<file path="src/verilog/cpu_params.svh">
/*
 * Global sizing constants for the five-stage RISC-V core.
 * Included by the package, every pipeline stage and the testbench.
 */

`ifndef CPU_PARAMS_SVH
`define CPU_PARAMS_SVH

// data path and address width
`define XLEN 32

// integer register file
`define NUM_REGS   32
`define REG_ADDR_W 5

`define RESET_PC 32'h0040_0000 // start of text segment

`endif

</file>
<file path="src/verilog/cpuPkg.sv">
/*
 * Shared types of the pipelined core: decode enums and the packed
 * bundles that travel between pipeline stages.
 * Import into each stage module header.
 */

`default_nettype none

`include "cpu_params.svh"

package cpuPkg;

    typedef enum logic [6:0] {
        opLoad   = 7'd3,
        opIType  = 7'd19,
        opStore  = 7'd35,
        opRType  = 7'd51,
        opBranch = 7'd99,
        opJal    = 7'd111
    } opcode_e;

    // encodings match the original ALU
    typedef enum logic [2:0] {
        aluAdd = 3'b000,
        aluSub = 3'b001,
        aluAnd = 3'b010,
        aluOr  = 3'b011,
        aluSlt = 3'b101
    } aluOp_e;

    typedef enum logic [1:0] {
        resAlu     = 2'b00,
        resMem     = 2'b01,
        resPcPlus4 = 2'b10
    } resultSrc_e;

    typedef enum logic [1:0] {
        immI = 2'b00,
        immS = 2'b01,
        immB = 2'b10,
        immJ = 2'b11
    } immSrc_e;

    typedef struct packed {
        logic [`XLEN-1:0] pc;
        logic [`XLEN-1:0] pcPlus4;
        logic [`XLEN-1:0] instr;
    } fetchBundle;

    typedef struct packed {
        logic       regWrite;
        resultSrc_e resultSrc;
        logic       memWrite;
        logic       jump;
        logic       branch;
        aluOp_e     aluControl;
        logic       aluSrc;     // 1 selects the immediate
    } ctrlBundle;

    typedef struct packed {
        logic [`XLEN-1:0]       rd1;
        logic [`XLEN-1:0]       rd2;
        logic [`XLEN-1:0]       pc;
        logic [`XLEN-1:0]       pcPlus4;
        logic [`XLEN-1:0]       imm;
        logic [`REG_ADDR_W-1:0] rd;
        ctrlBundle              ctrl;
    } execBundle;

    typedef struct packed {
        logic [`XLEN-1:0]       aluResult;
        logic [`XLEN-1:0]       writeData;
        logic [`XLEN-1:0]       pcPlus4;
        logic [`REG_ADDR_W-1:0] rd;
        logic                   regWrite;
        resultSrc_e             resultSrc;
        logic                   memWrite;
    } memBundle;

    typedef struct packed {
        logic                   en;
        logic [`REG_ADDR_W-1:0] addr;
        logic [`XLEN-1:0]       data;
    } regWriteBundle;

endpackage : cpuPkg

`default_nettype wire

</file>
<file path="src/verilog/cpu.sv">
/*
 * Top of the five-stage in-order RISC-V core.
 * Instruction and data memories sit outside; pc/instr and
 * aluResult/readData are combinational in the same cycle.
 */

`timescale 1ns/1ps
`default_nettype none

`include "cpu_params.svh"

module cpu
    import cpuPkg::*;
(
    input  logic             clk,
    input  logic             rst,
    input  logic [`XLEN-1:0] instr,
    input  logic [`XLEN-1:0] readData,
    output logic [`XLEN-1:0] pc,
    output logic [`XLEN-1:0] aluResult,
    output logic [`XLEN-1:0] writeData,
    output logic             memWrite,
    output logic [`XLEN-1:0] result
);

    fetchBundle       fetchToDecode;
    execBundle        decodeToExec;
    memBundle         execToMem;
    regWriteBundle    wbToDecode;   // writeback loops back to the register file
    logic             pcSrc;
    logic [`XLEN-1:0] pcTarget;

    fetchStage i_fetch (
        .clk      (clk),
        .rst      (rst),
        .instr    (instr),
        .pcSrc    (pcSrc),
        .pcTarget (pcTarget),
        .pc       (pc),
        .fetchOut (fetchToDecode)
    );

    decodeStage i_decode (
        .clk     (clk),
        .rst     (rst),
        .fetchIn (fetchToDecode),
        .wbIn    (wbToDecode),
        .execOut (decodeToExec)
    );

    executeStage i_execute (
        .clk      (clk),
        .rst      (rst),
        .execIn   (decodeToExec),
        .pcSrc    (pcSrc),
        .pcTarget (pcTarget),
        .memOut   (execToMem)
    );

    memWbStage i_memWb (
        .clk       (clk),
        .rst       (rst),
        .memIn     (execToMem),
        .readData  (readData),
        .aluResult (aluResult),
        .writeData (writeData),
        .memWrite  (memWrite),
        .result    (result),
        .wbOut     (wbToDecode)
    );

endmodule : cpu

`default_nettype wire

</file>
<file path="src/verilog/decodeStage.sv">
/*
 * Decode stage: main and ALU decoders, immediate extension,
 * register file reads, and the decode-to-execute register.
 * The writeback port from the last stage passes through to the register file.
 */

`timescale 1ns/1ps
`default_nettype none

`include "cpu_params.svh"

module decodeStage
    import cpuPkg::*;
(
    input  logic          clk,
    input  logic          rst,
    input  fetchBundle    fetchIn,
    input  regWriteBundle wbIn,
    output execBundle     execOut
);

    logic [`XLEN-1:0] instr;
    logic [2:0]       funct3;
    logic [1:0]       aluClass; // 00 mem, 01 branch, 10 arith
    immSrc_e          immSrc;
    ctrlBundle        ctrl;
    logic [`XLEN-1:0] imm;
    logic [`XLEN-1:0] rd1;
    logic [`XLEN-1:0] rd2;

    assign instr  = fetchIn.instr;
    assign funct3 = instr[14:12];

    function automatic aluOp_e aluDecode(input logic [1:0] cls, input logic [2:0] f3,
                                         input logic op5, input logic f7b5);
        aluOp_e op;
        op = aluAdd;
        if (cls == 2'b01)
            op = aluSub; // beq compares by subtraction
        else if (cls == 2'b10)
        begin
            case (f3)
                3'b000:  op = (op5 && f7b5) ? aluSub : aluAdd; // addi never subtracts
                3'b010:  op = aluSlt;
                3'b110:  op = aluOr;
                3'b111:  op = aluAnd;
                default: op = aluAdd;
            endcase
        end
        return op;
    endfunction

    // main decoder
    always_comb
    begin
        ctrl     = '0;
        immSrc   = immI;
        aluClass = 2'b00;
        case (opcode_e'(instr[6:0]))
            opLoad:
            begin
                ctrl.regWrite  = 1'b1;
                ctrl.resultSrc = resMem;
                ctrl.aluSrc    = 1'b1;
            end
            opStore:
            begin
                ctrl.memWrite = 1'b1;
                ctrl.aluSrc   = 1'b1;
                immSrc        = immS;
            end
            opRType:
            begin
                ctrl.regWrite = 1'b1;
                aluClass      = 2'b10;
            end
            opIType:
            begin
                ctrl.regWrite = 1'b1;
                ctrl.aluSrc   = 1'b1;
                aluClass      = 2'b10;
            end
            opBranch:
            begin
                ctrl.branch = 1'b1;
                immSrc      = immB;
                aluClass    = 2'b01;
            end
            opJal:
            begin
                ctrl.regWrite  = 1'b1;
                ctrl.resultSrc = resPcPlus4;
                ctrl.jump      = 1'b1;
                immSrc         = immJ;
            end
            default: ; // unknown opcode has no effect
        endcase
        ctrl.aluControl = aluDecode(aluClass, funct3, instr[5], instr[30]);
    end

    // sign-extended immediate
    always_comb
    begin
        case (immSrc)
            immS:    imm = {{(`XLEN-12){instr[31]}}, instr[31:25], instr[11:7]};
            immB:    imm = {{(`XLEN-12){instr[31]}}, instr[7], instr[30:25],
                            instr[11:8], 1'b0};
            immJ:    imm = {{(`XLEN-20){instr[31]}}, instr[19:12], instr[20],
                            instr[30:21], 1'b0};
            default: imm = {{(`XLEN-12){instr[31]}}, instr[31:20]};
        endcase
    end

    regFile i_regFile (
        .clk    (clk),
        .rst    (rst),
        .raddr1 (instr[19:15]),
        .raddr2 (instr[24:20]),
        .wr     (wbIn),
        .rdata1 (rd1),
        .rdata2 (rd2)
    );

    always_ff @(posedge clk)
    begin
        if (rst)
            execOut <= '0;
        else
        begin
            execOut.rd1     <= rd1;
            execOut.rd2     <= rd2;
            execOut.pc      <= fetchIn.pc;
            execOut.pcPlus4 <= fetchIn.pcPlus4;
            execOut.imm     <= imm;
            execOut.rd      <= instr[11:7];
            execOut.ctrl    <= ctrl;
        end
    end

endmodule : decodeStage

`default_nettype wire

</file>
<file path="src/verilog/executeStage.sv">
/*
 * Execute stage: ALU, source-B select, branch target and redirect.
 * pcSrc and pcTarget go straight back to fetch in the same cycle.
 */

`timescale 1ns/1ps
`default_nettype none

`include "cpu_params.svh"

module executeStage
    import cpuPkg::*;
(
    input  logic             clk,
    input  logic             rst,
    input  execBundle        execIn,
    output logic             pcSrc,
    output logic [`XLEN-1:0] pcTarget,
    output memBundle         memOut
);

    logic [`XLEN-1:0] srcB;
    logic [`XLEN-1:0] aluResult;
    logic             zero;

    assign srcB = execIn.ctrl.aluSrc ? execIn.imm : execIn.rd2;

    always_comb
    begin
        case (execIn.ctrl.aluControl)
            aluSub:  aluResult = execIn.rd1 - srcB;
            aluAnd:  aluResult = execIn.rd1 & srcB;
            aluOr:   aluResult = execIn.rd1 | srcB;
            aluSlt:  aluResult = {{(`XLEN-1){1'b0}}, $signed(execIn.rd1) < $signed(srcB)};
            default: aluResult = execIn.rd1 + srcB;
        endcase
    end

    assign zero     = (aluResult == '0);
    assign pcTarget = execIn.pc + execIn.imm;
    assign pcSrc    = execIn.ctrl.jump || (execIn.ctrl.branch && zero); // beq taken on equal

    always_ff @(posedge clk)
    begin
        if (rst)
            memOut <= '0;
        else
        begin
            memOut.aluResult <= aluResult;
            memOut.writeData <= execIn.rd2;     // store data
            memOut.pcPlus4   <= execIn.pcPlus4; // jal link value
            memOut.rd        <= execIn.rd;
            memOut.regWrite  <= execIn.ctrl.regWrite;
            memOut.resultSrc <= execIn.ctrl.resultSrc;
            memOut.memWrite  <= execIn.ctrl.memWrite;
        end
    end

endmodule : executeStage

`default_nettype wire

</file>
<file path="src/verilog/fetchStage.sv">
/*
 * Fetch stage: program counter, next-PC select and the
 * fetch-to-decode register. A redirect from execute wins over PC+4.
 */

`timescale 1ns/1ps
`default_nettype none

`include "cpu_params.svh"

module fetchStage
    import cpuPkg::*;
(
    input  logic             clk,
    input  logic             rst,
    input  logic [`XLEN-1:0] instr,
    input  logic             pcSrc,
    input  logic [`XLEN-1:0] pcTarget,
    output logic [`XLEN-1:0] pc,
    output fetchBundle       fetchOut
);

    logic [`XLEN-1:0] pcPlus4;
    logic [`XLEN-1:0] pcNext;

    assign pcPlus4 = pc + `XLEN'd4;
    assign pcNext  = pcSrc ? pcTarget : pcPlus4; // taken beq or jal

    always_ff @(posedge clk)
    begin
        if (rst)
        begin
            pc       <= `RESET_PC;
            fetchOut <= '0; // zero instr decodes as no-op
        end
        else
        begin
            pc               <= pcNext;
            fetchOut.pc      <= pc;
            fetchOut.pcPlus4 <= pcPlus4;
            fetchOut.instr   <= instr;
        end
    end

endmodule : fetchStage

`default_nettype wire

</file>
<file path="src/verilog/memWbStage.sv">
/*
 * Memory and writeback stages. Presents the memory access at the top,
 * registers it into writeback and picks the value for the register file.
 */

`timescale 1ns/1ps
`default_nettype none

`include "cpu_params.svh"

module memWbStage
    import cpuPkg::*;
(
    input  logic             clk,
    input  logic             rst,
    input  memBundle         memIn,
    input  logic [`XLEN-1:0] readData,
    output logic [`XLEN-1:0] aluResult,
    output logic [`XLEN-1:0] writeData,
    output logic             memWrite,
    output logic [`XLEN-1:0] result,
    output regWriteBundle    wbOut
);

    logic [`XLEN-1:0]       wbAluResult;
    logic [`XLEN-1:0]       wbReadData;
    logic [`XLEN-1:0]       wbPcPlus4;
    logic [`REG_ADDR_W-1:0] wbRd;
    logic                   wbRegWrite;
    resultSrc_e             wbResultSrc;

    // memory stage drives the data memory directly
    assign aluResult = memIn.aluResult;
    assign writeData = memIn.writeData;
    assign memWrite  = memIn.memWrite;

    always_ff @(posedge clk)
    begin
        if (rst)
        begin
            wbAluResult <= '0;
            wbReadData  <= '0;
            wbPcPlus4   <= '0;
            wbRd        <= '0;
            wbRegWrite  <= 1'b0;
            wbResultSrc <= resAlu;
        end
        else
        begin
            wbAluResult <= memIn.aluResult;
            wbReadData  <= readData;
            wbPcPlus4   <= memIn.pcPlus4;
            wbRd        <= memIn.rd;
            wbRegWrite  <= memIn.regWrite;
            wbResultSrc <= memIn.resultSrc;
        end
    end

    always_comb
    begin
        case (wbResultSrc)
            resMem:     result = wbReadData;
            resPcPlus4: result = wbPcPlus4;
            default:    result = wbAluResult;
        endcase
    end

    assign wbOut.en   = wbRegWrite;
    assign wbOut.addr = wbRd;
    assign wbOut.data = result;

endmodule : memWbStage

`default_nettype wire

</file>
<file path="src/verilog/regFile.sv">
/*
 * Integer register bank, 2 combinational reads and 1 write.
 * The write lands on the falling edge so decode sees it the same cycle.
 */

`timescale 1ns/1ps
`default_nettype none

`include "cpu_params.svh"

module regFile
    import cpuPkg::*;
(
    input  logic                   clk,
    input  logic                   rst,
    input  logic [`REG_ADDR_W-1:0] raddr1,
    input  logic [`REG_ADDR_W-1:0] raddr2,
    input  regWriteBundle          wr,
    output logic [`XLEN-1:0]       rdata1,
    output logic [`XLEN-1:0]       rdata2
);

    logic [`XLEN-1:0] regs [`NUM_REGS];

    always_ff @(negedge clk)
    begin
        if (rst)
        begin
            for (int i = 0; i < `NUM_REGS; i++)
                regs[i] <= '0;
        end
        else if (wr.en)
            regs[wr.addr] <= wr.data;
    end

    // x0 hardwired to zero
    assign rdata1 = (raddr1 == '0) ? '0 : regs[raddr1];
    assign rdata2 = (raddr2 == '0) ? '0 : regs[raddr2];

endmodule : regFile

`default_nettype wire
</file>
<file path="config.mk">
export PLATFORM = sky130hd
export DESIGN_NAME = cpu
export DESIGN_NICKNAME = d
export VERILOG_FILES = /design/src/verilog/cpuPkg.sv /design/src/verilog/cpu.sv /design/src/verilog/decodeStage.sv /design/src/verilog/executeStage.sv /design/src/verilog/fetchStage.sv /design/src/verilog/memWbStage.sv /design/src/verilog/regFile.sv
export VERILOG_INCLUDE_DIRS = /design/src /design/src/verilog
export SDC_FILE = /design/constraint.sdc
export NUM_CORES = 2
export LEC_CHECK = 0
export BUFFER_PORTS_ARGS = -buffer_cell sky130_fd_sc_hd__buf_2
export CAP_MARGIN = 20
export CORE_MARGIN = 1.5
export CORE_UTILIZATION = 30
export DETAILED_ROUTE_END_ITERATION = 8
export PLACE_DENSITY = 0.44
export SLEW_MARGIN = 20
export SYNTH_ARGS = -nofsm -noshare
export SYNTH_HDL_FRONTEND = slang
export SYNTH_SLANG_ARGS = --single-unit
export TNS_END_PERCENT = 30
</file>
<file path="constraint.sdc">
create_clock -name clk -period 6.4 [get_ports clk]
set_input_delay 0.96 -clock clk [delete_from_list [all_inputs] [get_ports clk]]
set_output_delay 0.96 -clock clk [all_outputs]
set_load 0.02 [all_outputs]
</file>
# After elaboration in Yosys (flattened, before gate mapping)
# Memories as Yosys holds them, arrays and structs flattened. A register that Yosys moved wholly into a read port is not among the register bits.
# Cells that the tools add are included.
dict set report totals {
  elab_cells 97
  register_bits 437
  inputBits 66
  mem_bits_rw 1024
  n_memories 1
}
# memory words word_bits rd rd_ports_with_merged_regs wr line
set memory_table {}
lappend memory_table {i_decode.i_regFile.regs 32 32 2 2 32 regFile.sv:23} ;# logic [`XLEN-1:0] regs [`NUM_REGS];
dict set report op_classes {
  n_eq_ne 20
  n_mux 25
  addsub 4
  n_reduce_logical 14
  n_bitwise 3
  magnitude_cmp 1
}
# op count
set op_table {}
lappend op_table {{$pmux W32 S4} 1}
lappend op_table {{$mux W32} 3}
lappend op_table {{$add A32 B32 Y32} 2}
lappend op_table {{$pmux W32 S2} 1}
lappend op_table {{$pmux W20 S3} 1}
lappend op_table {{$add A32 B3 Y32 const B} 1}
lappend op_table {{$and A32 B32 Y32} 1}
lappend op_table {{$logic_not A32 Y1} 1}
lappend op_table {{$lt A32 B32 Y1} 1}
lappend op_table {{$or A32 B32 Y32} 1}
lappend op_table {{$reduce_or A32 Y1} 1}
lappend op_table {{$sub A32 B32 Y32} 1}
lappend op_table {{$eq A7 B6 Y1 const B} 2}
lappend op_table {{$eq A7 B7 Y1 const B} 2}
lappend op_table {{$mux W1} 14}
lappend op_table {{$pmux W3 S4} 1}
lappend op_table {{$logic_not A5 Y1} 2}
lappend op_table {{$eq A3 B2 Y1 const B} 3}
lappend op_table {{$eq A3 B3 Y1 const B} 3}
lappend op_table {{$eq A2 B2 Y1 const B} 4}
lappend op_table {{$pmux W2 S2} 2}
lappend op_table {{$eq A7 B2 Y1 const B} 1}
lappend op_table {{$eq A7 B5 Y1 const B} 1}
lappend op_table {{$eq A2 B1 Y1 const B} 3}
lappend op_table {{other kinds (10)} 14}

# Longest topological paths before layout
dict set report logic_depth {
  word_depth 7
  mapped_depth 19
  ltp_nobuf 17
}

# Cells and area by module
# A second synthesis with hierarchy kept.
dict set report hier_totals {
  hier_cells 6135
  hier_area_um2 78118.7
}
# mod cells_each n_inst seq_area_each_um2 area_per_inst_um2
set by_module_without_submodules {}
lappend by_module_without_submodules {regFile 3544 1 30749.5 54425.9}
lappend by_module_without_submodules {executeStage 1350 1 2102.0 10321.1}
lappend by_module_without_submodules {decodeStage 389 1 3283.1 4723.3}
lappend by_module_without_submodules {memWbStage 430 1 2082.0 4362.9}
lappend by_module_without_submodules {fetchStage 422 1 2522.4 4285.4}

==> impl_results.md <==
- First-pass GRT wire length: roughly 370 mm
- Top post-synthesis cells by area: edfxtp_1 (41%), mux4_2 (19%), dfxtp_1 (13%)
- Num CTS Buffers: roughly 180
- Mux cell area share after synthesis: 0.214
- # hold bufs at CTS: 0
- Syn_area_per_cell: around 13 sq um
- Tmin final: just under 6 ns
- Max cap viols: 0
- Max stage delay on crit path: between 0.4 and 0.5 ns
- # Post-CTS Setup Buffers: 0
- Top delay family on crit path: compound AO/OA/AOI/OAI gates
- Slew margin rel.: 0.286
- DRC violations left: 0
- Starting DRT DRC Count: approximately 5000
- Post-route ant nets: 0
- Gr ovfl total: 0
- CORE AREA: roughly 0.25 sq mm
- Max VDD drop: roughly 0.30 mV
- Leakage: 35.5 nW
- Synth top area share: 0.414
- # fillers: roughly 24000
- CP endpoint kind: flip-flop
- Post-DP HPWL: 173 mm
- Hold Vio Cnt, Final: 0
- Wire per inst: about 25 um
- HP Class: input port to flip-flop
- Clock slew at reported path FFs: about 0.060 ns
- Slowest CP cell: or3_1
- H-Tree Depth: 4
- Initial antenna violation count: 13
- Syn Inst Count: ~5700
- Most frequent cells after synthesis: nor2_1 (1322), edfxtp_1 (1024), mux4_2 (640)
- Largest net degree at the start of global routing: 185
- Worst-skew pair later-pin latency: approximately 0.8 ns
- Setup TNS: 0 ns
- Slew Viols, Final: 0
- Count leader, synth: nor2_1
- XOR/XNOR Fraction of Synth Area: 0.00731
- Vias post-DR: 51300
- Ports: about 200
- Pwr Total: approximately 0.027 W
- Kind of critical path: flip-flop to flip-flop
- Simple-gate portion of the synthesized area: 0.119
- Post-synthesis sequential area ratio: 0.548
- Post-synth EDFFs: a little over 1000
- NumNets Final: between 6000 and 7000
- Die Y: between 500 and 600 um
- Unrepaired setup endpoints after global routing: false
- Row cnt: 182
- Status: finished clean
- Clock Sinks: approximately 1500
- Prevailing post-synth register cell: edfxtp_1
- Worst path required time: 7.11 ns
- Area Growth Syn to Fin: 20.8%
- Netlist cell types: 85
- Synth Warn #: 0
- Setup violators final: 0
- Adder-cell share of the synthesized area: 0.0239
- Measured slew at the worst slew-check pin: 1.05 ns
- Share of layout cells above drive strength 1: 0.215
- Clk_skew: around 0.07 ns
- Pre-antenna DRT Iters: 6
- RD Place Congestion: ~0.89
- CTS tree: yes
- Period utilization: 0.915
- # port buffers: just under 200
- Mapped Area: ~0.074 sq mm
- Leading area contributor after synthesis: edfxtp_1
- Synth async-reset ratio: 0
- Max Clk Rate: ~0.17 GHz
- WL final: ~250 mm
- Die area: approximately 0.25 sq mm
- WP buf/inv: 3
- PwrDens: between 200 and 300 mW/mm^2
- Post-Synthesis Net Count: around 5900
- Clock Root Buffer: clkbuf_16
- Worst EP arrival: 6.57 ns
- Yosys reg bits: roughly 1500
- Critical Path Source Type: flip-flop
- Main combinational cell family by area after synthesis: multiplexers
- Number of global-route vias before repair: 53200
- Starting Density: 0.302
- Die width: about 500 um
- CP Max Fanout: 27
- Worst-path cell chain: buf_4 -> mux2i_1 -> inv_1 -> ha_1 -> fa_1 -> o21bai_1 -> nor4b_2 -> o31ai_4 -> a2111oi_4 -> nor2b_1 -> o21ba_1 -> or3_1 -> a41oi_2 -> and2_1 -> nand4_1 -> o41ai_4 -> buf_12 -> mux2_2
- PostCTS Resize Cnt: 0
- Post-DR vias/cell: roughly 5.1
- Compound-Gate Fraction of Synth Area: 0.0453
- Clock Tree Buf Depth: 3
- GRT Total Usage: 0.201
## state kept, by name (all words and copies together) (netlist names), 32 cells and up
register	count
i_execute.memOut	105
i_memWb.wbAluResult	32
i_fetch.pc	32
i_decode.i_regFile.regs	1024
i_memWb.wbPcPlus4	32
i_fetch.fetchOut	94
i_memWb.wbReadData	32
i_decode.execOut	161
## cells by family (layout without fill, tap and decap cells)
kind of cell             count (synthesis)  after routing
AND/OR/NAND/NOR                       1986           1986
adder cells (fa/ha/maj)                140            140
AO/OA/AOI/OAI                          510            510
flip-flops                            1520           1520
XOR/XNOR                                62             62
buffers and inverters                  749           1927
other                                    0              9
multiplexers                           774            774
## placed cells by master, fill, tap and decap left out, types with 10 or more instances in the layout
| cell type | synthesis | routed |
|---|---|---|
| nand2_1 | 124 | 92 |
| nand2b_2 | 0 | 32 |
| buf_2 | 9 | 193 |
| o21a_1 | 15 | 15 |
| mux2_2 | 12 | 12 |
| nand4_1 | 26 | 26 |
| inv_1 | 180 | 1229 |
| nand3_1 | 29 | 29 |
| a31oi_1 | 14 | 14 |
| nor4_1 | 13 | 13 |
| clkinv_2 | 0 | 10 |
| clkinvlp_2 | 0 | 33 |
| nand2b_1 | 55 | 23 |
| edfxtp_1 | 1024 | 1024 |
| mux4_2 | 640 | 640 |
| o31ai_1 | 13 | 13 |
| clkbuf_16 | 0 | 185 |
| a22oi_1 | 35 | 35 |
| nor3_1 | 20 | 20 |
| nand2_2 | 0 | 32 |
| nor2_1 | 1322 | 1321 |
| xnor2_1 | 31 | 31 |
| ha_1 | 137 | 136 |
| or3_1 | 14 | 14 |
| bufinv_16 | 0 | 16 |
| dfxtp_1 | 496 | 486 |
| buf_4 | 101 | 122 |
| mux2_4 | 19 | 19 |
| buf_12 | 0 | 86 |
| a211oi_1 | 14 | 14 |
| o21bai_1 | 14 | 13 |
| a21o_1 | 37 | 37 |
| inv_4 | 0 | 11 |
| a21oi_1 | 163 | 131 |
| nor2b_1 | 329 | 329 |
| o21ai_0 | 90 | 90 |
| and3_1 | 11 | 11 |
| xor2_1 | 31 | 31 |
| a21oi_4 | 1 | 33 |
| mux2i_1 | 103 | 103 |
## cell type report
| cell class | instances | area, sq um | share of cell area |
|---|---|---|---|
| Sequential cell | 1520 | 40700 | 0.454 |
| Multi-Input combinational cell | 3472 | 30900 | 0.345 |
| Clock inverter | 1146 | 4980 | 0.0556 |
| Clock buffer | 199 | 4750 | 0.0530 |
| Tap cell | 3220 | 4030 | 0.0449 |
| Timing Repair Buffer | 402 | 3620 | 0.0403 |
| Inverter | 180 | 676 | 0.00753 |
| Antenna cell | 9 | 22.5 | 0.000251 |
## worst paths after layout
check	from	endpoint	slack, ns	cells after the start
setup / recovery	i_decode.execOut[0]	i_fetch.pc[7]	0.54	18
setup reg to reg	i_decode.execOut[0]	i_fetch.pc[7]	0.54	18
hold reg to reg	i_fetch.fetchOut[83]	i_decode.execOut[98]	0.42	1
hold / removal	instr[24]	i_fetch.fetchOut[24]	0.35	2
## metrics by stage
step,worst slack (ns),std cells,utilization,instance area (sq um),hold slack [ns]
final,0.541,10100,0.365,89700,0.351
after global routing,0.337,10100,0.365,89700,0.317
after CTS,0.562,10100,0.365,89700,0.284
after detailed placement,0.424,8795,0.325,80000,0.420
after global placement,0.390,8795,0.325,80000,0.417
after floorplan,0.0947,5741,-,74300,0.408
## worst reg2reg max path, stage by stage (launching register included)
cell and delay, ns:
dfxtp_1 0.30, buf_4 0.27, mux2i_1 0.42, inv_1 0.11, ha_1 0.24, fa_1 0.44, o21bai_1 0.28, nor4b_2 0.42
o31ai_4 0.21, a2111oi_4 0.37, nor2b_1 0.17, o21ba_1 0.26, or3_1 0.45, a41oi_2 0.32, and2_1 0.17, nand4_1 0.17
o41ai_4 0.43, buf_12 0.30, mux2_2 0.42
## power breakdown
group / switching (W) / internal (W) / total (W)
Combinational: 0.00173 / 0.00112 / 0.00286
Sequential: 0.000277 / 0.0108 / 0.0111
Clock: 0.00592 / 0.00687 / 0.0128
## routing by layer
layer	part of all wire	vias to the layer above	routed length (um)	GRT usage
li1	-	22900	-	-
met5	0	-	0	0
met2	0.46	1778	117000	0.308
met4	0.021	0	5230	0.0693
met1	0.45	26400	115000	0.278
met3	0.066	269	16900	0.0461
Note: power is estimated with default switching activity, not from simulation.
